`config.mk`:
```
export PLATFORM = sky130hd
export DESIGN_NAME = register_map
export DESIGN_NICKNAME = d
export VERILOG_FILES = /design/src/verilog/ooo_cfg_pkg.sv /design/src/verilog/ooo_types_pkg.sv /design/src/verilog/register_map.sv
export SDC_FILE = /design/constraint.sdc
export NUM_CORES = 2
export LEC_CHECK = 0
export BUFFER_PORTS_ARGS = -buffer_cell sky130_fd_sc_hd__buf_2
export CORE_ASPECT_RATIO = 2
export CORE_MARGIN = 1.5
export CORE_UTILIZATION = 36
export CTS_CLUSTER_SIZE = 40
export DETAILED_ROUTE_END_ITERATION = 6
export HOLD_SLACK_MARGIN = 0.05
export REMOVE_ABC_BUFFERS = 1
export SYNTH_ARGS = -nofsm -noshare
export SYNTH_HDL_FRONTEND = slang
export SYNTH_SLANG_ARGS = --single-unit
```
`constraint.sdc`:
```
create_clock -name clk -period 3.1 [get_ports clk]
set_input_delay 0.62 -clock clk [delete_from_list [all_inputs] [get_ports clk]]
set_output_delay 0.62 -clock clk [all_outputs]
set_load 0.01 [all_outputs]
```
`src/verilog/ooo_cfg_pkg.sv`:
```
package ooo_cfg_pkg;

    localparam int DATA_WIDTH     = 32;
    localparam int ADDR_WIDTH     = 32;
    localparam int REG_ADDR_WIDTH = 5;

    localparam int REGMAP_DEPTH = 32;
    localparam int ROB_DEPTH    = 16;
    localparam int TAG_WIDTH    = 4;    // log2 of ROB_DEPTH

    localparam int QUEUE_DEPTH     = 8;
    localparam int QUEUE_PTR_WIDTH = $clog2(QUEUE_DEPTH);

    localparam logic [DATA_WIDTH-1:0] NOP_INSN = 32'h0000_0013; // ADDI x0, x0, 0

endpackage

```
`src/verilog/ooo_types_pkg.sv`:
```
package ooo_types_pkg;

    import ooo_cfg_pkg::*;

    typedef enum logic [3:0] {
        ALU_ADD,
        ALU_SUB,
        ALU_SLL,
        ALU_SLT,
        ALU_SLTU,
        ALU_XOR,
        ALU_SRL,
        ALU_SRA,
        ALU_OR,
        ALU_AND,
        ALU_PASS_B, // LUI
        ALU_NOP
    } alu_op_e;

    // Major opcodes handled by dispatch
    typedef enum logic [6:0] {
        OPC_OP_IMM = 7'b0010011,
        OPC_OP     = 7'b0110011,
        OPC_LUI    = 7'b0110111
    } opcode_e;

    typedef struct packed {
        logic [ADDR_WIDTH-1:0] addr;
        logic [DATA_WIDTH-1:0] insn;
    } insn_t;

    typedef struct packed {
        logic                  ready;
        logic [TAG_WIDTH-1:0]  tag;    // Producer entry while not ready
        logic [DATA_WIDTH-1:0] data;
    } operand_t;

    typedef struct packed {
        logic                  valid;
        logic [TAG_WIDTH-1:0]  tag;
        alu_op_e               op;
        operand_t              opnd_a;
        operand_t              opnd_b;
        logic [ADDR_WIDTH-1:0] iaddr;
    } rs_packet_t;

    typedef struct packed {
        logic                      alloc;
        logic [REG_ADDR_WIDTH-1:0] rdest;
        logic [ADDR_WIDTH-1:0]     iaddr;
        logic                      has_dest;
    } rob_alloc_t;

    typedef struct packed {
        logic                  valid;
        logic [TAG_WIDTH-1:0]  tag;
        logic [DATA_WIDTH-1:0] data;
    } cdb_t;

    typedef struct packed {
        logic [REG_ADDR_WIDTH-1:0] rs;
    } lookup_req_t;

    typedef operand_t lookup_rsp_t;

    typedef struct packed {
        logic                      valid;
        logic [REG_ADDR_WIDTH-1:0] rd;
        logic [TAG_WIDTH-1:0]      tag;
    } tag_wr_t;

    typedef struct packed {
        logic                      valid;
        logic [REG_ADDR_WIDTH-1:0] rdest;
        logic [DATA_WIDTH-1:0]     data;
    } commit_t;

    // ROB payload, the done bits live beside it
    typedef struct packed {
        logic                      has_dest;
        logic [REG_ADDR_WIDTH-1:0] rdest;
        logic [DATA_WIDTH-1:0]     data;
    } rob_entry_t;

endpackage

```
`src/verilog/register_map.sv`:
```
`timescale 1ns/1ps

module register_map
    import ooo_cfg_pkg::*, ooo_types_pkg::*;
(
    input  logic                 clk,
    input  logic                 i_arst_n,
    input  logic                 i_flush,
    input  tag_wr_t              i_tag_wr,
    input  commit_t              i_commit,
    input  logic [TAG_WIDTH-1:0] i_commit_tag,
    input  lookup_req_t          i_lookup_a,
    input  lookup_req_t          i_lookup_b,
    output operand_t             o_map_a,
    output operand_t             o_map_b
);

    operand_t regs_q [REGMAP_DEPTH];
    logic     commit_hit;

    assign commit_hit = i_commit.valid && (i_commit.rdest != '0);

    always_ff @(posedge clk or negedge i_arst_n) begin
        if (!i_arst_n) begin
            for (int i = 0; i < REGMAP_DEPTH; i++) begin
                regs_q[i] <= '{ready: 1'b1, tag: '0, data: '0};
            end
        end else if (i_flush) begin
            for (int i = 0; i < REGMAP_DEPTH; i++) begin
                regs_q[i].ready <= 1'b1;    // Values stay as committed
            end
        end else begin
            if (commit_hit) begin
                regs_q[i_commit.rdest].data <= i_commit.data;
                // A younger writer may own the register by now
                if (regs_q[i_commit.rdest].tag == i_commit_tag) begin
                    regs_q[i_commit.rdest].ready <= 1'b1;
                end
            end
            if (i_tag_wr.valid && i_tag_wr.rd != '0) begin // Wins over commit
                regs_q[i_tag_wr.rd].ready <= 1'b0;
                regs_q[i_tag_wr.rd].tag   <= i_tag_wr.tag;
            end
        end
    end

    function automatic operand_t read_reg(input logic [REG_ADDR_WIDTH-1:0] idx);
        if (idx == '0) return '{ready: 1'b1, tag: '0, data: '0};
        return regs_q[idx];
    endfunction

    always_comb begin
        o_map_a = read_reg(i_lookup_a.rs);
        o_map_b = read_reg(i_lookup_b.rs);
    end

endmodule

```
**Word-level counts from Yosys, hierarchy flattened**

Index checks and enable logic that the tools add are counted.

- Flip-flop bits (word level): 1184
- Bits of input ports: 65
- Logic and storage cells: 178

- $lt $le $gt $ge: 6
- Equal/unequal tests: 1
- Mux-type cells: 63
- Bitwise gates (word level): 4
- Reduce and logical (&&, ||, !) cells: 8

Operators with widths:

| cell | count |
|---|---|
| $bwmux 1184 | 4 |
| $mux 1184 | 4 |
| $demux 37 s5 | 4 |
| $bmux 37 s5 | 3 |
| $mux 37 | 10 |
| $mux 36 | 3 |
| $mux 1 | 34 |
| $mux 32 | 1 |
| $ge 6x6->1 const B | 4 |
| $not 5->6 | 4 |
| $lt 6x1->1 const B | 2 |
| $logic_not 5->1 | 2 |
| $reduce_bool 5->1 | 2 |
| $eq 4x4->1 | 1 |
| $logic_and 1x1->1 | 4 |

**Depth between registers and ports, before layout**

- Word-level depth: 14
- Mapped depth: 11

**Worst setup path after synthesis**

OpenSTA, ideal clock, no wires.

- Kind: input -> output
- Start: input i_lookup_b[0] (netlist bit)
- End: output o_map_b[14] (netlist bit)
- Arrival: 2.519 ns
- Data required time: 2.480 ns
- Setup slack: -0.039 ns
- Cell stages on the path: 6
- Buffers on the path: 2
- Path through: buf_2 clkbuf_1 mux4_2 mux4_2 mux2i_1 nor2_1

RTL lines:

| what | RTL line | text |
|---|---|---|
| start: declaration | register_map.sv:13 | `input lookup_req_t i_lookup_b,` |
| end: declaration | register_map.sv:15 | `output operand_t o_map_b` |

==> metrics list <==
* Final core utilization: 43.5%
- CP max stage delay: 520 ps
- The count of final max-slew check failures is 0.
- After detailed placement, the design holds a cell count of 6,354.
- After detailed routing, the number of remaining DRC violations is 0.
- The total overflow left after global routing is 0.
- The Yosys step of the flow raised 0 warnings.
* Number of input and output port buffers inserted: 138
- Derived from the worst setup path, the maximum achievable clock frequency is 301 MHz.
* Total Routed Length: 213,000 um
- Entering global routing, the biggest net connects 107 pins.
- Placeable Area: 0.176 mm2
- The initialized floorplan defines 218 standard-cell rows.
* CTS buffer count: 108
- For this design the top-level I/O count stands at 139.
* Startpoint type of the worst setup path: input pin
- For the pin with the worst max-slew slack, the measured transition is 1100 ps.
* Count of flip-flops with a built-in enable after synthesis: 0
- For flop-to-flop paths, the worst setup slack is 640 ps.
- Worst setup skew after layout: 49.4 ps
- Vias per cell: 6.02
- Area used by sequential logic in the layout: 0.0297 mm2
* Synth async-reset ratio: 100%
- Predominant post-synthesis flop cell: dfrtp_1
- Cell Pwr Density: 540 mW/mm2
- Once the floorplan was initialized, standard cells occupied 36.3% of the core.
- Yosys attributes the largest share of cell area to dfrtp_1 (45%), mux4_2 (27%), mux2_2 (19%).
* Arrival time at the worst endpoint: 2700 ps
* Final design area excluding fillers: 0.0768 mm2
- Layout cell share with drive strength beyond 1: 64.6%
- Time the final worst path needs with I/O delays and setup: 3320 ps
- The synthesized netlist occupies a cell area of 0.0641 mm2.
- Layout fillers: 15,500
- The H-tree was split into 3 levels.
- Biggest register: regs_q
- Counting instances, the worst hold path has a depth of 4.
* Count of buffer and inverter cells on the critical path: 5
- Mean instance size in the synthesized netlist: 16.3 um2
- Die Y-Extent: 600 um
- The flow ran to the end, but the final reports show violations.
- The wire-length estimate of the detail-placed layout is 138,000 um.
* Via count of the first global-routing pass: 43,000
- Deepest clock path buffer count: 3
* Category of cells accounting for the largest share of critical-path delay: multiplexers
* Portion of the clock cycle consumed by the worst path in the final layout: 107%
- Minimum setup slack after placement: -484 ps
- Standard cell with the maximum stage delay on the critical path: mux4_2
- Origin of the worst min-delay path: i_commit[37]
* Gr usage total: 23.7%
- Once routing completed, OpenROAD measured the worst setup slack at -221 ps.
- Global-route wire length before repair: 310,000 um
- Count of antenna-violating nets left after detailed routing: 0
- Measured along the x axis, the die boundary spans 301 um.
* Hold Path Sink: regs_q[1035]
- The worst setup path is of the in2out kind.
- Antenna violations before repair: 15
- In this run the critical register-to-register path is launched from regs_q[775].
- Largest area contributor in the netlist: dfrtp_1
- Normalized max-slew margin: 26.4%
* Failing checks: negative setup slack
* Maximum fanout along the worst path: 8
* Multi-input logic area: 0.0329 mm2
- After synthesis the netlist holds a flip-flop and latch count of 1,184.
- Total number of clock tree sinks: 1,184
- Routed length per instance: 32.0 um
- First-pass detailed-route iteration total: 5
* Element type at the critical path end: output port
- Series of cell instances along the critical path: buf_16, buf_8, clkbuf_16, buf_16, mux4_2, mux4_2, mux2i_2, nor2_1, buf_2
- Starting DRT DRC Count: 3,202
- Sequential cell area fraction in the yosys report: 46.3%
- Worst Reg-to-Reg Cells: 7
* Total vias in the final route: 40,100
* Die Area: 0.181 mm2
* Post-detailed-placement cell area: 0.0708 mm2
- The min-delay analysis places its worst path in the category in2reg.
* Signed area change from the synthesized netlist to the final layout: 19.8%
- Most frequent cell after synthesis: dfrtp_1
- Registers with the most flip-flops: regs_q (1184)
* Worst-path clk slew: 70 ps
* Fraction of post-synthesis cell area in the top cell type by area: 45.0%
- Number of endpoints with negative hold slack in the final report: 0
- VDD sags by at most 544 uV.
* Root Driver: clkbuf_16
* TritonCTS clock tree: built
- Weighted congestion reported at the end of routability-driven placement: 0.886
* Number of different library cells in the post-synthesis netlist: 39
- Leading post-synthesis cells by instance count: dfrtp_1 (1,152), mux2_2 (1,103), mux4_2 (756), clkbuf_1 (237), buf_2 (140)
* Number of max-cap violations: 0
- Clock latency of the later-clocked register in the worst-skew pair: 740 ps
- Setup repair after global routing could not meet its margin everywhere.
* Number of flip-flops in the largest register: 1,184
- The endpoint identified for the worst register-to-register timing path is regs_q[887].
- For this design the static power due to leakage is 34.1 nW.
- Setup violations remaining at the end of the flow were counted as 74.
- Fin nets: 4,313
- Hold timing on the final database bottoms out at a slack of 322 ps.
- Critical path required time: 2480 ps
- Counting every instance in the synthesized netlist gives 3,943.
- Count of non-filler cells in the finished layout: 6,651
## where the power goes
group	total, mW	internal [mW]	switching (mW)	leakage, nW
Combinational	8.13	4.91	3.22	16.6
Clock	14.4	8.07	6.35	1.83
Sequential	18.9	17.4	1.53	15.7
## layout make-up
type                            count  area share [%]
Tap cell                         2310            3.76
Clock inverter                     43           0.801
Inverter                            3          0.0147
Sequential cell                  1184            38.6
Multi-Input combinational cell   2311            42.8
Clock buffer                      155            4.09
Antenna cell                        5          0.0163
Timing Repair Buffer              640            9.90
## metrics by stage
step,TNS [ps],power (mW)
after detailed placement,-24460,26.9
final,-8390,41.5
after floorplan,-2470,23.3
after CTS,-10980,41.6
after global routing,-12020,43.0
after global placement,-23340,26.6
## worst reg2reg max path: cells and delay by family, from the launching register on
family,cells,cell delay (ps)
buf+inv,1,200
flops,1,420
simple gates,2,440
xor+xnor,1,240
compound gates,2,550
mux,1,490
## kinds of logic after synthesis
family	count (synthesis)	share of synthesized area, %
mux	1978	47.8
simple gates	257	1.95
compound gates	72	0.656
buf+inv	448	3.21
flops	1184	46.3
xor+xnor	4	0.0547
## layer usage
metal  vias to the layer above  global-route usage [%]  share of wire (%)  routed length [um]
met1                     22200                    27.7                 36               77500
met2                      1325                    41.9                 53              112000
met3                       488                    3.06                4.8               10200
li1                      16100                       -                  -                   -
met5                         -                       0              0.047                 100
met4                        16                    12.8                6.2               13200
## layout by cell type (no fill, tap or decap), types with 16 or more instances in the layout
cell type | synthesis | routed
buf_4 | 26 | 268
clkbuf_1 | 237 | 22
mux2_2 | 1103 | 1103
nand2_1 | 49 | 26
mux2i_1 | 106 | 85
clkinv_2 | 0 | 16
dfstp_2 | 32 | 32
o22ai_1 | 16 | 16
nor2_1 | 119 | 84
a22oi_1 | 16 | 16
o21ai_1 | 14 | 16
nor2_2 | 0 | 21
buf_12 | 0 | 149
o21ai_0 | 18 | 16
clkbuf_8 | 0 | 26
buf_2 | 140 | 110
mux4_2 | 756 | 756
buf_16 | 0 | 35
nand3_1 | 25 | 25
dfrtp_1 | 1152 | 1152
buf_6 | 14 | 46
nand2_4 | 0 | 23
buf_8 | 0 | 19
clkbuf_16 | 0 | 118
## worst max path at each step
stage	from	end	slack, ps	cells after the start
after detailed placement	i_lookup_b[0]	o_map_b[10]	-480	8
after global placement	i_lookup_b[0]	o_map_b[10]	-480	8
after CTS	regs_q[624]	o_map_a[32]	-260	6
final	i_lookup_b[0]	o_map_b[9]	-220	9
after floorplan	i_lookup_a[0]	o_map_a[0]	-30	3
after global routing	regs_q[624]	o_map_a[32]	-260	6
## timing repair
action                                  in CTS  in global routing
hold buffers                                 1                  0
resized for setup                          155                 83
endpoints found under the hold margin       37                  0
pin swaps                                   11                 22
cloned                                      21                  9
endpoints found under the setup margin      74                 74
setup buffers                               54                 27
Power figures use the tool's default switching activity.
