<file path="config.mk">
export PLATFORM = sky130hd
export DESIGN_NAME = reorder_buffer
export DESIGN_NICKNAME = d
export VERILOG_FILES = /design/src/verilog/ooo_cfg_pkg.sv /design/src/verilog/ooo_types_pkg.sv /design/src/verilog/reorder_buffer.sv
export SDC_FILE = /design/constraint.sdc
export NUM_CORES = 1
export LEC_CHECK = 0
export BUFFER_PORTS_ARGS = -buffer_cell sky130_fd_sc_hd__buf_2
export CAP_MARGIN = 20
export CORE_MARGIN = 10
export CORE_UTILIZATION = 55
export CTS_CLUSTER_SIZE = 24
export DETAILED_ROUTE_END_ITERATION = 8
export GPL_ROUTABILITY_DRIVEN = 0
export HOLD_SLACK_MARGIN = 0.05
export PLACE_DENSITY = 0.76
export SLEW_MARGIN = 20
export SYNTH_ARGS = -nofsm -noshare
export SYNTH_HDL_FRONTEND = slang
export SYNTH_SLANG_ARGS = --single-unit
</file>
<file path="constraint.sdc">
create_clock -name clk -period 3.84 [get_ports clk]
set_clock_uncertainty 0.05 [all_clocks]
set_input_delay 1.152 -clock clk [delete_from_list [all_inputs] [get_ports clk]]
set_output_delay 1.152 -clock clk [all_outputs]
set_load 0.05 [all_outputs]
</file>
<file path="src/verilog/ooo_cfg_pkg.sv">
package ooo_cfg_pkg;

    localparam int DATA_WIDTH     = 32;
    localparam int ADDR_WIDTH     = 32;
    localparam int REG_ADDR_WIDTH = 5;

    localparam int REGMAP_DEPTH = 32;
    localparam int ROB_DEPTH    = 16;
    localparam int TAG_WIDTH    = 4;    // log2 of ROB_DEPTH

    localparam int QUEUE_DEPTH     = 8;
    localparam int QUEUE_PTR_WIDTH = $clog2(QUEUE_DEPTH);

    localparam logic [DATA_WIDTH-1:0] NOP_INSN = 32'h0000_0013; // ADDI x0, x0, 0

endpackage

</file>
<file path="src/verilog/ooo_types_pkg.sv">
package ooo_types_pkg;

    import ooo_cfg_pkg::*;

    typedef enum logic [3:0] {
        ALU_ADD,
        ALU_SUB,
        ALU_SLL,
        ALU_SLT,
        ALU_SLTU,
        ALU_XOR,
        ALU_SRL,
        ALU_SRA,
        ALU_OR,
        ALU_AND,
        ALU_PASS_B, // LUI
        ALU_NOP
    } alu_op_e;

    // Major opcodes handled by dispatch
    typedef enum logic [6:0] {
        OPC_OP_IMM = 7'b0010011,
        OPC_OP     = 7'b0110011,
        OPC_LUI    = 7'b0110111
    } opcode_e;

    typedef struct packed {
        logic [ADDR_WIDTH-1:0] addr;
        logic [DATA_WIDTH-1:0] insn;
    } insn_t;

    typedef struct packed {
        logic                  ready;
        logic [TAG_WIDTH-1:0]  tag;    // Producer entry while not ready
        logic [DATA_WIDTH-1:0] data;
    } operand_t;

    typedef struct packed {
        logic                  valid;
        logic [TAG_WIDTH-1:0]  tag;
        alu_op_e               op;
        operand_t              opnd_a;
        operand_t              opnd_b;
        logic [ADDR_WIDTH-1:0] iaddr;
    } rs_packet_t;

    typedef struct packed {
        logic                      alloc;
        logic [REG_ADDR_WIDTH-1:0] rdest;
        logic [ADDR_WIDTH-1:0]     iaddr;
        logic                      has_dest;
    } rob_alloc_t;

    typedef struct packed {
        logic                  valid;
        logic [TAG_WIDTH-1:0]  tag;
        logic [DATA_WIDTH-1:0] data;
    } cdb_t;

    typedef struct packed {
        logic [REG_ADDR_WIDTH-1:0] rs;
    } lookup_req_t;

    typedef operand_t lookup_rsp_t;

    typedef struct packed {
        logic                      valid;
        logic [REG_ADDR_WIDTH-1:0] rd;
        logic [TAG_WIDTH-1:0]      tag;
    } tag_wr_t;

    typedef struct packed {
        logic                      valid;
        logic [REG_ADDR_WIDTH-1:0] rdest;
        logic [DATA_WIDTH-1:0]     data;
    } commit_t;

    // ROB payload, the done bits live beside it
    typedef struct packed {
        logic                      has_dest;
        logic [REG_ADDR_WIDTH-1:0] rdest;
        logic [DATA_WIDTH-1:0]     data;
    } rob_entry_t;

endpackage

</file>
<file path="src/verilog/reorder_buffer.sv">
`timescale 1ns/1ps

module reorder_buffer
    import ooo_cfg_pkg::*, ooo_types_pkg::*;
(
    input  logic                 clk,
    input  logic                 i_arst_n,
    input  logic                 i_flush,
    input  rob_alloc_t           i_alloc,
    output logic [TAG_WIDTH-1:0] o_tag,
    output logic                 o_full,
    input  cdb_t                 i_cdb,
    input  operand_t             i_map_a,
    input  operand_t             i_map_b,
    output operand_t             o_operand_a,
    output operand_t             o_operand_b,
    output commit_t              o_commit,
    output logic [TAG_WIDTH-1:0] o_commit_tag
);

    rob_entry_t           entries_q [ROB_DEPTH];
    logic [ROB_DEPTH-1:0] done_q;
    logic [TAG_WIDTH-1:0] head_q;
    logic [TAG_WIDTH-1:0] tail_q;
    logic [TAG_WIDTH:0]   count_q;
    logic                 alloc_go;
    logic                 commit_go;

    assign o_full       = (count_q == (TAG_WIDTH+1)'(ROB_DEPTH));
    assign o_tag        = tail_q;                     // Next tag handed to dispatch
    assign o_commit_tag = head_q;

    assign alloc_go  = i_alloc.alloc && !o_full;
    assign commit_go = (count_q != '0) && done_q[head_q] && !i_flush;

    always_ff @(posedge clk or negedge i_arst_n) begin
        if (!i_arst_n) begin
            head_q  <= '0;
            tail_q  <= '0;
            count_q <= '0;
            done_q  <= '0;
        end else if (i_flush) begin
            head_q  <= '0;
            tail_q  <= '0;
            count_q <= '0;
            done_q  <= '0;
        end else begin
            if (alloc_go) begin
                tail_q         <= tail_q + 1'b1; // Wraps at ROB_DEPTH
                done_q[tail_q] <= 1'b0;
            end
            if (i_cdb.valid) done_q[i_cdb.tag] <= 1'b1;
            if (commit_go) head_q <= head_q + 1'b1;
            count_q <= count_q + (TAG_WIDTH+1)'(alloc_go) - (TAG_WIDTH+1)'(commit_go);
        end
    end

    always_ff @(posedge clk) begin
        if (alloc_go) begin
            entries_q[tail_q].has_dest <= i_alloc.has_dest;
            entries_q[tail_q].rdest    <= i_alloc.rdest;
        end
        if (i_cdb.valid) begin
            entries_q[i_cdb.tag].data <= i_cdb.data;
        end
    end

    // Pending map operand, try the finished entry first and then the live CDB
    function automatic lookup_rsp_t resolve(input operand_t m);
        lookup_rsp_t r;
        r = m;
        if (!m.ready) begin
            if (done_q[m.tag]) begin
                r.ready = 1'b1;
                r.data  = entries_q[m.tag].data;
            end else if (i_cdb.valid && i_cdb.tag == m.tag) begin
                r.ready = 1'b1;
                r.data  = i_cdb.data;
            end
        end
        return r;
    endfunction

    always_comb begin
        o_operand_a = resolve(i_map_a);
        o_operand_b = resolve(i_map_b);
    end

    always_comb begin
        o_commit.valid = commit_go;
        o_commit.rdest = entries_q[head_q].has_dest ? entries_q[head_q].rdest : '0;
        o_commit.data  = entries_q[head_q].data;
    end

endmodule
</file>
After elaboration in Yosys (flattened, before gate mapping) --
Memories as Yosys holds them, arrays and structs flattened. Index checks and enable logic that the tools add are counted.
Operators by class: reduce and logical (&&, ||, !) cells 12, equality and inequality tests 3, bitwise operators 3, add/subtract/negate cells 4, mux-type cells 36, magnitude comparators 7
Operators with widths (count):
- 32-bit two-way mux | 6
- 16-bit two-way mux | 4
- 4-bit by 5-bit < comparator with 1-bit output (second input constant) | 5
- 16-bit bitwise AND | 1
- 4-bit two-way mux | 4
- 16-bit NOT | 1
- 16-bit bitwise OR | 1
- 1-bit two-way mux | 15
- 1-bit binary-select mux with 4-bit select | 3
- 5-bit two-way mux | 2
- 4-bit by 1-bit adder with 4-bit output (second input constant) | 2
- 1-bit demux with 4-bit select | 2
- 4-bit == test | 2
- 4-bit by 1-bit >= comparator with 1-bit output (second input constant) | 2
- 1-bit logical AND | 7
- 5-bit by 1-bit adder with 5-bit output | 1
- 5-bit == test (second input constant) | 1
- 5-bit nonzero test | 1
- 5-bit by 1-bit subtractor with 5-bit output | 1
- 2-bit nonzero test | 2
- 1-bit logical NOT | 2
Word-level totals: bits of input ports 153, output and inout port bits 121, word-level logic and storage cells 70, memories kept 1, bits in registers 29, bits in writable memories 608
Memory list:
- entries_q | depth 16, width 38, rd ports 3, clocked after memory_dff 0, wr ports 2, RTL line reorder_buffer.sv:21 | rob_entry_t entries_q [ROB_DEPTH];

Longest topological paths before layout --
depth after elaboration 11, depth in mapped cells 16, gate-level depth less buffers 15

Worst setup path before layout --
No wires, ideal clock.
kind input to register, start input i_cdb[34] (netlist name), end memory entries_q[0][0] (netlist name), enable pin, required time 3.327 ns, arrival time 3.919 ns, setup slack -0.592 ns, library setup time 0.463 ns, buffers on the path 0, cell stages on the path 2, path through or3b_2 > nor3_1
RTL lines:
- from (decl) | RTL line reorder_buffer.sv:12 | input cdb_t i_cdb,
- to (decl) | RTL line reorder_buffer.sv:21

==> results.toml <==
[power_and_ir_drop]
p_seq_share_pct = 45.8
p_comb_share_pct = 16.4
ir_drop_uv = 376
swShare_pct = 25.6
p_per_area_nw_per_um2 = 396
power_leakage_nw = 14.9
clock_power_share_pct = 37.7
internal_power_mw = 12.8
switching_power_mw = 4.42

[layout]
fill_cells = 3574
fin_nets = 2451
final_common_cell = "edfxtp_1"
final_cell_mix = "608 x edfxtp_1, 450 x mux4_2, 133 x buf_2"
regArea_um2 = 19000
design_area_um2 = 43600
area_growth_pct = 27.0
drive_gt1_share_pct = 53.4
final-instance-count-excl-fill = 3171
multiInputGateArea_um2 = 15100

[sta]
fmax_ghz = 0.228
setup_viol = 103
rsz0062_at_grt = "true"
maxSlewHeadroom_pct = 53.7
finalHoldViolCount = 0
fin_crit_ns = 4.38
setup_ws_ns = -0.542
tightestPinTransition_ns = 0.694
drv_slew = 0
finalCritPeriodShare_pct = 114

[detailed_routing]
drt_pass1_iterations = 6
wl_um = 117000
wl_per_cell_um = 37.0
drtIter0Drc = 3743
vias_per_cell = 7.52
final_antenna_net_count = 0
drc = 0
vias = 23852

[setup_path]
critPathLaunchType = "primary input"
rr_worst_depth = 16
crit_top_cell = "buf_12"
cp_max_fo = 7
reg2reg_slack_ns = 0.33
max_stage_delay_ns = 0.53
crit_required_ns = 2.64
cp.arrival_ns = 3.18
worstPathCellList = "buf_12 -> mux4_2 -> a22o_4 -> nor2_8 -> buf_12 -> buf_12 -> mux2i_2 -> o22a_2 -> buf_8"
rr_endpoint = "count_q[4]"
end_kind = "output pin"
cp_slowest_cell = "mux4_2"
rr_startpoint = "o_commit_tag[0]"
critical_path_class = "in -> out"

[synth]
ys_seq_area_share_pct = 55.3
yosysWarnings = 0
synth_cells = 1883
synth-seq-cells = 637
syn_area_um2 = 34300
synth.distinct_cells = 45
synth_area_per_cell_um2 = 18.2
synth_fp_nets = 2048

[min_path]
holdCritPathClass = "reg -> reg"
min_from = "done_q[5]"
hold-path-endpoint = "done_q[5]"
hold_path_depth = 2

[clocking]
cts_tree = "done"
cts_buffers = 67
cts.sinks = 637
clk_pin_slew_ns = 0.06
h-tree-depth = 3
ctsHoldBuffers = 0
cts_buffer_depth = 3
cts-root-buf = "clkbuf_16"
worstSkewPairLatency_ns = 0.61

[grt]
grt_pass1_wl_um = 169000
grt_overflow_total = 0
grt_use_total_pct = 31.5
grt_max_degree = 35
grt_pass1_vias = 24453
antenna_found_initial = 4

[placed_design]
portBuffers = 241
numPlacedInstances = 2983
post_dp_cell_area_um2 = 38500
post-dp-hpwl_um = 67900

[die]
initial_utilization_pct = 55.6
die_w_um = 270
dieHeight_um = 270
dieArea_um2 = 72800
num_rows = 91
core_um2 = 61700
io_pins = 274

[run_status]
violations = "negative setup slack"
status = "complete, but fails checks"

[run]
drv_cap = 0
[metrics by stage]
stage               setup slack [ns]  util [%]  hold WS (ns)  TNS, ns  power [mW]
floorplan                     -0.344         -         0.460   -39.05        9.56
global placement              -0.652      62.3         0.476   -35.54        10.3
detailed placement            -0.667      62.3         0.500   -36.73        10.4
CTS                           -0.509      69.9         0.514   -33.38        17.1
global route                  -0.579      70.6         0.548   -38.49        17.6
finish                        -0.542      70.6         0.511   -34.94        17.2
[cells in the mapped netlist, drive strengths merged]
library cell	number	share of area, %
edfxtp	608	53
mux4	450	30
a22o	132	3.4
nor2	108	1.3
buf	105	1.7
clkbuf	81	0.89
mux2i	72	2.1
nor3	67	0.98
o22a	64	1.6
dfrtp	29	2.1
inv	26	0.28
a21oi	24	0.37
nand3	21	0.31
ha	11	0.40
nor2b	11	0.20
xnor2	10	0.26
mux2	9	0.30
o31ai	8	0.18
nand2	7	0.077
nand4	5	0.091
nand3b	4	0.088
xor2	4	0.10
o21ai	3	0.044
or2	3	0.055
and2	2	0.036
nand2b	2	0.036
nor3b	2	0.044
or3	2	0.036
or4	2	0.044
a2111oi	1	0.026
a211o	1	0.026
a211oi	1	0.022
a21o	1	0.022
and3	1	0.018
fa	1	0.058
nor4	1	0.018
nor4bb	1	0.029
o41a	1	0.033
o41ai	1	0.026
or3b	1	0.026
[cells by family after synthesis]
kind of cell             after synthesis  synth area share, %
flip-flops                           637                 55.3
buffers and inverters                212                 2.82
AND/OR/NAND/NOR                      240                 3.36
adder cells (fa/ha/maj)               12                0.459
multiplexers                         531                 31.9
AO/OA/AOI/OAI                        237                 5.75
XOR/XNOR                              14                0.357
[power groups by stage]
| stage | clock [mW] | sequential, mW | combinational [mW] |
|---|---|---|---|
| floorplan | 0 | 8.02 | 1.54 |
| global placement | 0 | 8.01 | 2.33 |
| detailed placement | 0 | 8.04 | 2.37 |
| CTS | 6.49 | 7.90 | 2.70 |
| global route | 6.79 | 7.92 | 2.93 |
| finish | 6.51 | 7.91 | 2.83 |
[sequential cells by signal, summed over array words and instances, names as in the netlist]
register and count:
o_commit_tag 4, done_q 16, count_q 5, o_tag 4, entries_q 608
[worst max-delay path by stage]
| stage | slack, ns | to | cells past startpoint | from |
|---|---|---|---|---|
| 6_report | -0.54 | o_operand_a[27] | 9 | i_map_a[33] |
| 5_1_grt | -0.58 | o_operand_a[28] | 9 | i_map_a[33] |
| 4_1_cts | -0.51 | o_operand_a[15] | 9 | i_map_a[33] |
| 3_5_place_dp | -0.67 | o_operand_a[0] | 8 | i_map_a[33] |
| 3_3_place_gp | -0.65 | o_operand_a[0] | 8 | i_map_a[33] |
| 2_1_floorplan | -0.34 | entries_q[4][0] | 2 | i_cdb[33] |
[layer usage]
layer	vias up	GRT usage [%]	part of all wire, %
li1	8991	-	-
met1	12018	38.8	31
met2	2321	50.1	48
met3	516	9.58	15
met4	6	16.0	6.0
met5	-	0	0.035
[worst max-delay path, delay by kind of cell]
family / cells / cell delay (ns)
compound gates: 2 / 0.48
simple gates: 1 / 0.17
mux: 2 / 0.77
buf+inv: 4 / 0.60
[layout make-up]
cell class / instances / area share [%]
Multi-Input combinational cell: 1034 / 34.7
Timing Repair Buffer: 520 / 14.2
Inverter: 26 / 0.224
Tap cell: 837 / 2.40
Sequential cell: 637 / 43.6
Clock inverter: 35 / 0.761
Antenna cell: 3 / 0.0172
Clock buffer: 79 / 4.14
[what timing repair did]
item                       4_1_cts  5_1_grt
pin swaps                       39       24
cloned                          29        5
setup buffers                   35       11
resized for setup              376      102
setup endpoints to repair      104      104
Note: power is estimated with default switching activity, not from simulation.
