**src/verilog/ooo_cfg_pkg.sv**
```systemverilog
package ooo_cfg_pkg;

    localparam int DATA_WIDTH     = 32;
    localparam int ADDR_WIDTH     = 32;
    localparam int REG_ADDR_WIDTH = 5;

    localparam int REGMAP_DEPTH = 32;
    localparam int ROB_DEPTH    = 16;
    localparam int TAG_WIDTH    = 4;    // log2 of ROB_DEPTH

    localparam int QUEUE_DEPTH     = 8;
    localparam int QUEUE_PTR_WIDTH = $clog2(QUEUE_DEPTH);

    localparam logic [DATA_WIDTH-1:0] NOP_INSN = 32'h0000_0013; // ADDI x0, x0, 0

endpackage

```
**src/verilog/ooo_types_pkg.sv**
```systemverilog
package ooo_types_pkg;

    import ooo_cfg_pkg::*;

    typedef enum logic [3:0] {
        ALU_ADD,
        ALU_SUB,
        ALU_SLL,
        ALU_SLT,
        ALU_SLTU,
        ALU_XOR,
        ALU_SRL,
        ALU_SRA,
        ALU_OR,
        ALU_AND,
        ALU_PASS_B, // LUI
        ALU_NOP
    } alu_op_e;

    // Major opcodes handled by dispatch
    typedef enum logic [6:0] {
        OPC_OP_IMM = 7'b0010011,
        OPC_OP     = 7'b0110011,
        OPC_LUI    = 7'b0110111
    } opcode_e;

    typedef struct packed {
        logic [ADDR_WIDTH-1:0] addr;
        logic [DATA_WIDTH-1:0] insn;
    } insn_t;

    typedef struct packed {
        logic                  ready;
        logic [TAG_WIDTH-1:0]  tag;    // Producer entry while not ready
        logic [DATA_WIDTH-1:0] data;
    } operand_t;

    typedef struct packed {
        logic                  valid;
        logic [TAG_WIDTH-1:0]  tag;
        alu_op_e               op;
        operand_t              opnd_a;
        operand_t              opnd_b;
        logic [ADDR_WIDTH-1:0] iaddr;
    } rs_packet_t;

    typedef struct packed {
        logic                      alloc;
        logic [REG_ADDR_WIDTH-1:0] rdest;
        logic [ADDR_WIDTH-1:0]     iaddr;
        logic                      has_dest;
    } rob_alloc_t;

    typedef struct packed {
        logic                  valid;
        logic [TAG_WIDTH-1:0]  tag;
        logic [DATA_WIDTH-1:0] data;
    } cdb_t;

    typedef struct packed {
        logic [REG_ADDR_WIDTH-1:0] rs;
    } lookup_req_t;

    typedef operand_t lookup_rsp_t;

    typedef struct packed {
        logic                      valid;
        logic [REG_ADDR_WIDTH-1:0] rd;
        logic [TAG_WIDTH-1:0]      tag;
    } tag_wr_t;

    typedef struct packed {
        logic                      valid;
        logic [REG_ADDR_WIDTH-1:0] rdest;
        logic [DATA_WIDTH-1:0]     data;
    } commit_t;

    // ROB payload, the done bits live beside it
    typedef struct packed {
        logic                      has_dest;
        logic [REG_ADDR_WIDTH-1:0] rdest;
        logic [DATA_WIDTH-1:0]     data;
    } rob_entry_t;

endpackage

```
**src/verilog/insn_queue.sv**
```systemverilog
`timescale 1ns/1ps

module insn_queue
    import ooo_cfg_pkg::*, ooo_types_pkg::*;
(
    input  logic  clk,
    input  logic  i_arst_n,
    input  logic  i_flush,
    input  logic  i_wr,
    input  insn_t i_data,
    input  logic  i_pop,
    output insn_t o_head,
    output logic  o_empty,
    output logic  o_full
);

    insn_t                      mem [QUEUE_DEPTH];
    logic [QUEUE_PTR_WIDTH-1:0] rd_ptr_q;
    logic [QUEUE_PTR_WIDTH-1:0] wr_ptr_q;
    logic [QUEUE_PTR_WIDTH:0]   count_q;
    logic                       wr_go;
    logic                       rd_go;

    assign o_empty = (count_q == '0);
    assign o_full  = (count_q == (QUEUE_PTR_WIDTH+1)'(QUEUE_DEPTH));
    assign o_head  = mem[rd_ptr_q];

    assign wr_go = i_wr && !o_full && !i_flush;  // Write when full is dropped
    assign rd_go = i_pop && !o_empty;

    always_ff @(posedge clk or negedge i_arst_n) begin
        if (!i_arst_n) begin
            rd_ptr_q <= '0;
            wr_ptr_q <= '0;
            count_q  <= '0;
        end else if (i_flush) begin
            rd_ptr_q <= '0;
            wr_ptr_q <= '0;
            count_q  <= '0;
        end else begin
            if (wr_go) wr_ptr_q <= wr_ptr_q + 1'b1; // Depth is a power of two
            if (rd_go) rd_ptr_q <= rd_ptr_q + 1'b1;
            count_q <= count_q + (QUEUE_PTR_WIDTH+1)'(wr_go) - (QUEUE_PTR_WIDTH+1)'(rd_go);
        end
    end

    always_ff @(posedge clk) begin
        if (wr_go) begin
            mem[wr_ptr_q] <= i_data;
        end
    end

endmodule

```
**config.mk**
```make
export PLATFORM = sky130hd
export DESIGN_NAME = insn_queue
export DESIGN_NICKNAME = d
export VERILOG_FILES = /design/src/verilog/ooo_cfg_pkg.sv /design/src/verilog/ooo_types_pkg.sv /design/src/verilog/insn_queue.sv
export SDC_FILE = /design/constraint.sdc
export NUM_CORES = 1
export LEC_CHECK = 0
export BUFFER_PORTS_ARGS = -buffer_cell sky130_fd_sc_hd__buf_4
export CORE_MARGIN = 2
export CORE_UTILIZATION = 25
export CTS_CLUSTER_SIZE = 24
export DETAILED_ROUTE_END_ITERATION = 8
export SETUP_SLACK_MARGIN = 0.02
export SYNTH_ARGS = -nofsm -noshare
export SYNTH_HDL_FRONTEND = slang
export SYNTH_SLANG_ARGS = --single-unit
```
**constraint.sdc**
```tcl
create_clock -name clk -period 10 [get_ports clk]
set_clock_uncertainty 0.2 [all_clocks]
set_input_delay 1.5 -clock clk [delete_from_list [all_inputs] [get_ports clk]]
set_output_delay 1.5 -clock clk [all_outputs]
set_load 0.03 [all_outputs]
```
After elaboration in Yosys (flattened, before gate mapping)
Memories as Yosys holds them, arrays and structs flattened.
Index checks and enable logic that the tools add are counted.
{ "totals": {"reg_bits": 10, "latch_bits": 0, "ram_bits": 512, "romBits": 0, "in_bits": 69, "mem_count": 1} }
{ "op_classes": {"add_sub_neg": 4, "mul": 0, "div": 0, "order_cmp": 0, "eq_ne": 1, "shift": 0, "muxes": 7, "bitwise_logic": 0, "n_reduce_logical": 9} }
{ "mem_list": {"columns": ["name", "words", "word_bits", "rd", "rd_clocked_by_memory_dff", "write_ports", "line_no", "text"], "rows": [
  ["mem", 8, 64, 1, 0, 1, "insn_queue.sv:17", "insn_t mem [QUEUE_DEPTH];"]
]} }
{ "ops": {"columns": ["op", "count"], "rows": [
  ["2-to-1 mux 3 bit", 4],
  ["adder 3 x 1 -> 3 bit, second input constant", 2],
  ["adder 4 x 1 -> 4 bit", 1],
  ["equality test 4 bit, second input constant", 1],
  ["zero test 4 bit", 1],
  ["2-to-1 mux 4 bit", 1],
  ["nonzero test 2 bit", 2],
  ["subtractor 4 x 1 -> 4 bit", 1],
  ["logical AND 1 bit", 3],
  ["zero test 1 bit", 3],
  ["2-to-1 mux 1 bit", 2]
]} }

Longest topological paths before layout
{ "logic_depth": {"ltp_word": 7, "mapped_depth": 11, "ltp_nobuf": 11} }

Least setup slack after synthesis
No wires, ideal clock.
{ "synth_timing": {"path_type": "input to register", "from": "input i_wr", "to": "memory mem[0][0] (netlist bit) (enable)", "setup_time_ns": 0.565, "arrival_ns": 6.495, "t_required_ns": 9.235, "setup_slack_ns": 2.741, "path_stages": 3, "cell_sequence": "inv_1 -> or4_1 -> nor3_1"} }
{ "synth_via": {"elab_chain_len": 4} }
{ "synth_lines": {"columns": ["element", "line_no", "text"], "rows": [
  ["start, declared", "insn_queue.sv:9", "input logic i_wr,"],
  ["logical AND 1 bit (2 in series)", "insn_queue.sv:28", "assign wr_go = i_wr && !o_full && !i_flush;"],
  ["2-to-1 mux 1 bit", "insn_queue.sv:48", "if (wr_go) begin"],
  ["2-to-1 mux 1 bit (implied by the code)", "insn_queue.sv:49", "mem[wr_ptr_q] <= i_data;"],
  ["end, declared", "insn_queue.sv:17", null]
]} }
Every way passes these cells.

==> results by stage <==
Synth:
- The number of warning messages in the yosys log is 0.
- The number of nets in the synthesized netlist is 892.
- In this run the biggest area consumer among cell types represents 77.4% of the synthesized area.
- For this run, asynchronously set or reset flops after synthesis account for 1.92%.
- The average instance in the mapped netlist occupies 24.4 um2.
- The sequential share of the synthesized area is 78.6%.
- The post-synthesis sequential element count is 522.
- In the synthesized netlist the dominant register cell turns out to be edfxtp_1.
- Sorting the synthesized cells by area gives the leading types as edfxtp_1 (77%), mux4_2 (15%), mux2_2 (3.7%), dfrtp_1 (1.3%), buf_6 (0.62%).
- The most repeated cell in the gate-level netlist after synthesis is edfxtp_1.
- The cell area after synthesis is 19,900 um2.
- Of all cell types, the one taking the most synthesized area is edfxtp_1.
- The synthesized design contains 512 enable-type register cells.
- In the synthesized netlist, the number of instances is 814.
- Sorting the synthesized cells by how often they occur yields edfxtp_1 (512), mux4_2 (128), mux2_2 (65), buf_6 (11), clkbuf_1 (11).
- Counting distinct cell types in the post-synthesis netlist gives 27.

STA:
- Timing would allow up to 194 MHz.
- The count of final hold-check violations came to 0.
- Setup violations remaining at the end of the flow were counted as 0.
- The max-slew violation count is 0.
- The worst hold margin is 0.468 ns.
- Setup repair after global routing left no endpoint under its margin.
- The sum of negative setup slack is 0 ns.
- After layout, the worst path uses 51.7% of the clock period.
- The worst pin sits at a relative slew slack of 24.8%.
- The time the worst path needs with I/O delays and setup is 5.17 ns.
- At the pin with the least slew margin, the transition time is 1.13 ns.

Critical path:
- For the worst setup path, the data required time is 8.30 ns.
- The most numerous cell type found on the critical path is buf_4.
- For the worst setup path, the data arrival time is 3.47 ns.
- The cell with the biggest individual delay on the critical path is buf_4.
- In this run the critical register-to-register path is launched from count_q[2]$_DFF_PN0_.
- The signal on the critical path passes through buf_12, buf_4, mux4_2, mux2_2, buf_4.
- The category of cells accounting for the largest share of critical-path delay is buffers and inverters.
- The endpoint of the worst-slack reg-to-reg timing path is mem[2][56]$_DFFE_PP_.
- On the worst path, the slowest cell contributes a delay of 0.73 ns.
- STA classifies the critical path endpoint as an output port.
- The timing endpoint of the critical path is o_head[18].
- Counting buffers and inverters, the worst setup path is 5 cells deep.
- The buffer and inverter count on the worst path is 3.
- Of all nets on the critical path, the largest fanout is 95.
- The start point of the critical path is rd_ptr_q[0]$_DFFE_PN0P_.
- The worst setup path is launched from a flop.
- Setup slack on the worst reg-to-reg path comes out at 6.30 ns.
- Measured in cells, the most critical reg-to-reg path has a length of 7.
- The critical path is of the reg2out type.

Drt:
- The count of TritonRoute iterations in the first routing pass is 4.
- The total met3 wirelength after detailed routing is 2040 um.
- The top layer used by detailed routing is met5.
- The length of routed wiring on met1 is 18,400 um.
- The detailed-route wire length per cell is 20.2 um.
- The via density per instance is 4.20.
- The detailed router finished its first iteration with 546 violations.
- After detailed routing, the met2 layer carries 20,800 um of wire.
- The total number of vias is 8,750.
- In the routed design, unresolved DRC markers number 0.
- Once detail routing completed, the nets flagged for antenna violations numbered 0.
- After detailed routing, the total wire length is 42,200 um.

Place:
- During placement, the flow inserted port buffers numbering 134.
- The post-detailed-placement half-perimeter wirelength is 22,600 um.
- The congestion estimate from routability-driven global placement came to 0.639.

CTS:
- The CTS buffer count is 56.
- The number of clock sinks is 522.
- At the later pin of the worst-skew pair, clock insertion delay measures 0.60 ns.
- Hold repair after CTS inserted 0 buffers.
- The number of buffers on the longest clock path is 3.
- The H-tree was split into 2 levels.
- The clock input transition at the sequential cells of the worst setup and hold paths is 0.06 ns.
- The post-cts repair resize count is 0.
- In this run the post-CTS setup repair buffer count came out at 0.
- The tree is rooted in a clkbuf_16.
- TritonCTS built the clock tree.

Die:
- The placeable core region is 78,900 um2.
- The floorplan has 103 rows.
- The horizontal die dimension is 286 um.
- The floorplan step defined a die boundary enclosing 81,700 um2.
- The effective utilization at floorplan is 25.2%.
- The total I/O pin count is 135.
- The height of the die is 286 um.

Layout:
- After the last flow step, the layout net total stands at 1,067.
- Cells with a size suffix above 1 make up 42.5% of the layout.
- The area growth from synthesis to layout is 20.7%.

GRT:
- The number of global-route vias before repair is 9,583.
- For this run, the total global-route usage over all layers was measured as 10.3%.
- Entering global routing, the biggest net connects 96 pins.
- The remaining global-route overflow is 0.
- The number of antenna violations at the first check in global routing is 4.
- The wire length of the first global-routing pass is 62,800 um.

Worst hold path:
- The path class of the tightest hold or removal check is reg2reg.

Run status:
- The flow ran to the end, and the final reports show no timing, DRC or antenna violations.

Pwr:
- The highest ir drop seen on vdd is 0.157 mV.
- For this design the static power due to leakage is 0.00746 uW.
- Dividing total power by cell area gives a power density of 238 nW/um2.

Run:
- The tool flagged a number of max-cap violations equal to 0.
-- metal layers --
layer	track usage [%]	up-vias
met2	17.2	174
met4	3.26	6
met3	2.65	59
met5	0	-
met1	13.2	4691
li1	-	3820
-- final cells by class --
cell class	count	area (um2)
clock buffer	63	1450
tap	1050	1310
sequential	522	15600
multi-input combinational	248	4050
timing repair buffer	154	1170
antenna	1	2.50
inverter	7	26.3
clock inverter	40	343
fill	7579	54900
-- worst register-to-register path, stage by stage, from the launching register on --
cell and delay (ns):
dfrtp_1 0.32, inv_1 0.06, ha_1 0.19, or3b_1 0.20, inv_1 0.11, or4_1 0.61, nor2_4 0.71, buf_4 0.89
-- registers in the layout (all words and copies together), names as in the netlist --
name,count
wr_ptr_q,3
count_q,4
rd_ptr_q,3
mem,512
-- layout by cell type (no fill, tap or decap), drive strengths merged --
| master | n |
|---|---|
| a21oi | 5 |
| a31o | 1 |
| buf | 154 |
| bufinv | 4 |
| clkbuf | 63 |
| clkinv | 31 |
| clkinvlp | 5 |
| dfrtp | 10 |
| diode | 1 |
| edfxtp | 512 |
| fa | 1 |
| ha | 8 |
| inv | 7 |
| mux2 | 65 |
| mux2i | 1 |
| mux4 | 128 |
| nand2 | 4 |
| nand2b | 5 |
| nand3 | 2 |
| nand4b | 1 |
| nor2 | 9 |
| nor2b | 5 |
| nor3 | 2 |
| nor3b | 1 |
| o21ai | 4 |
| or3 | 3 |
| or3b | 1 |
| or4 | 1 |
| xnor2 | 1 |
-- cell families after synthesis --
family | synth area share (%)
flops | 78.6
mux | 18.2
buf+inv | 1.28
simple gates | 0.919
compound gates | 0.271
fa+ha+maj | 0.605
xor+xnor | 0.0441
-- through the flow --
step / power [uW] / setup slack [ns] / instance area (um2) / util [%] / instances
finish: 5720 / 4.83 / 24000 / 30.4 / 2085
detailed placement: 3820 / 5.22 / 22200 / 28.1 / 1981
global route: 5970 / 4.50 / 24000 / 30.4 / 2085
global placement: 3810 / 5.27 / 22200 / 28.1 / 1981
CTS: 5830 / 4.63 / 24000 / 30.4 / 2084
floorplan: 3450 / 2.74 / 19900 / - / 814
-- worst min path at each step --
stage,end,startpoint,slack [ns],depth (start not counted)
after floorplan,wr_ptr_q[2]$_DFFE_PN0P_,wr_ptr_q[2]$_DFFE_PN0P_,0.38,2
after global placement,wr_ptr_q[2]$_DFFE_PN0P_,wr_ptr_q[2]$_DFFE_PN0P_,0.44,2
after detailed placement,wr_ptr_q[2]$_DFFE_PN0P_,wr_ptr_q[2]$_DFFE_PN0P_,0.46,2
after CTS,rd_ptr_q[2]$_DFFE_PN0P_,i_arst_n,0.47,1
after global routing,count_q[1]$_DFF_PN0_,i_arst_n,0.48,1
final,count_q[0]$_DFF_PN0_,count_q[0]$_DFF_PN0_,0.47,2
-- power by group --
group | switching (uW) | internal [uW] | leakage [uW] | total, uW
Combinational | 662 | 573 | 0.00185 | 1240
Clock | 831 | 1150 | 0.000859 | 1980
Sequential | 26.1 | 2480 | 0.00475 | 2500
(Power assumes the default switching activity.)
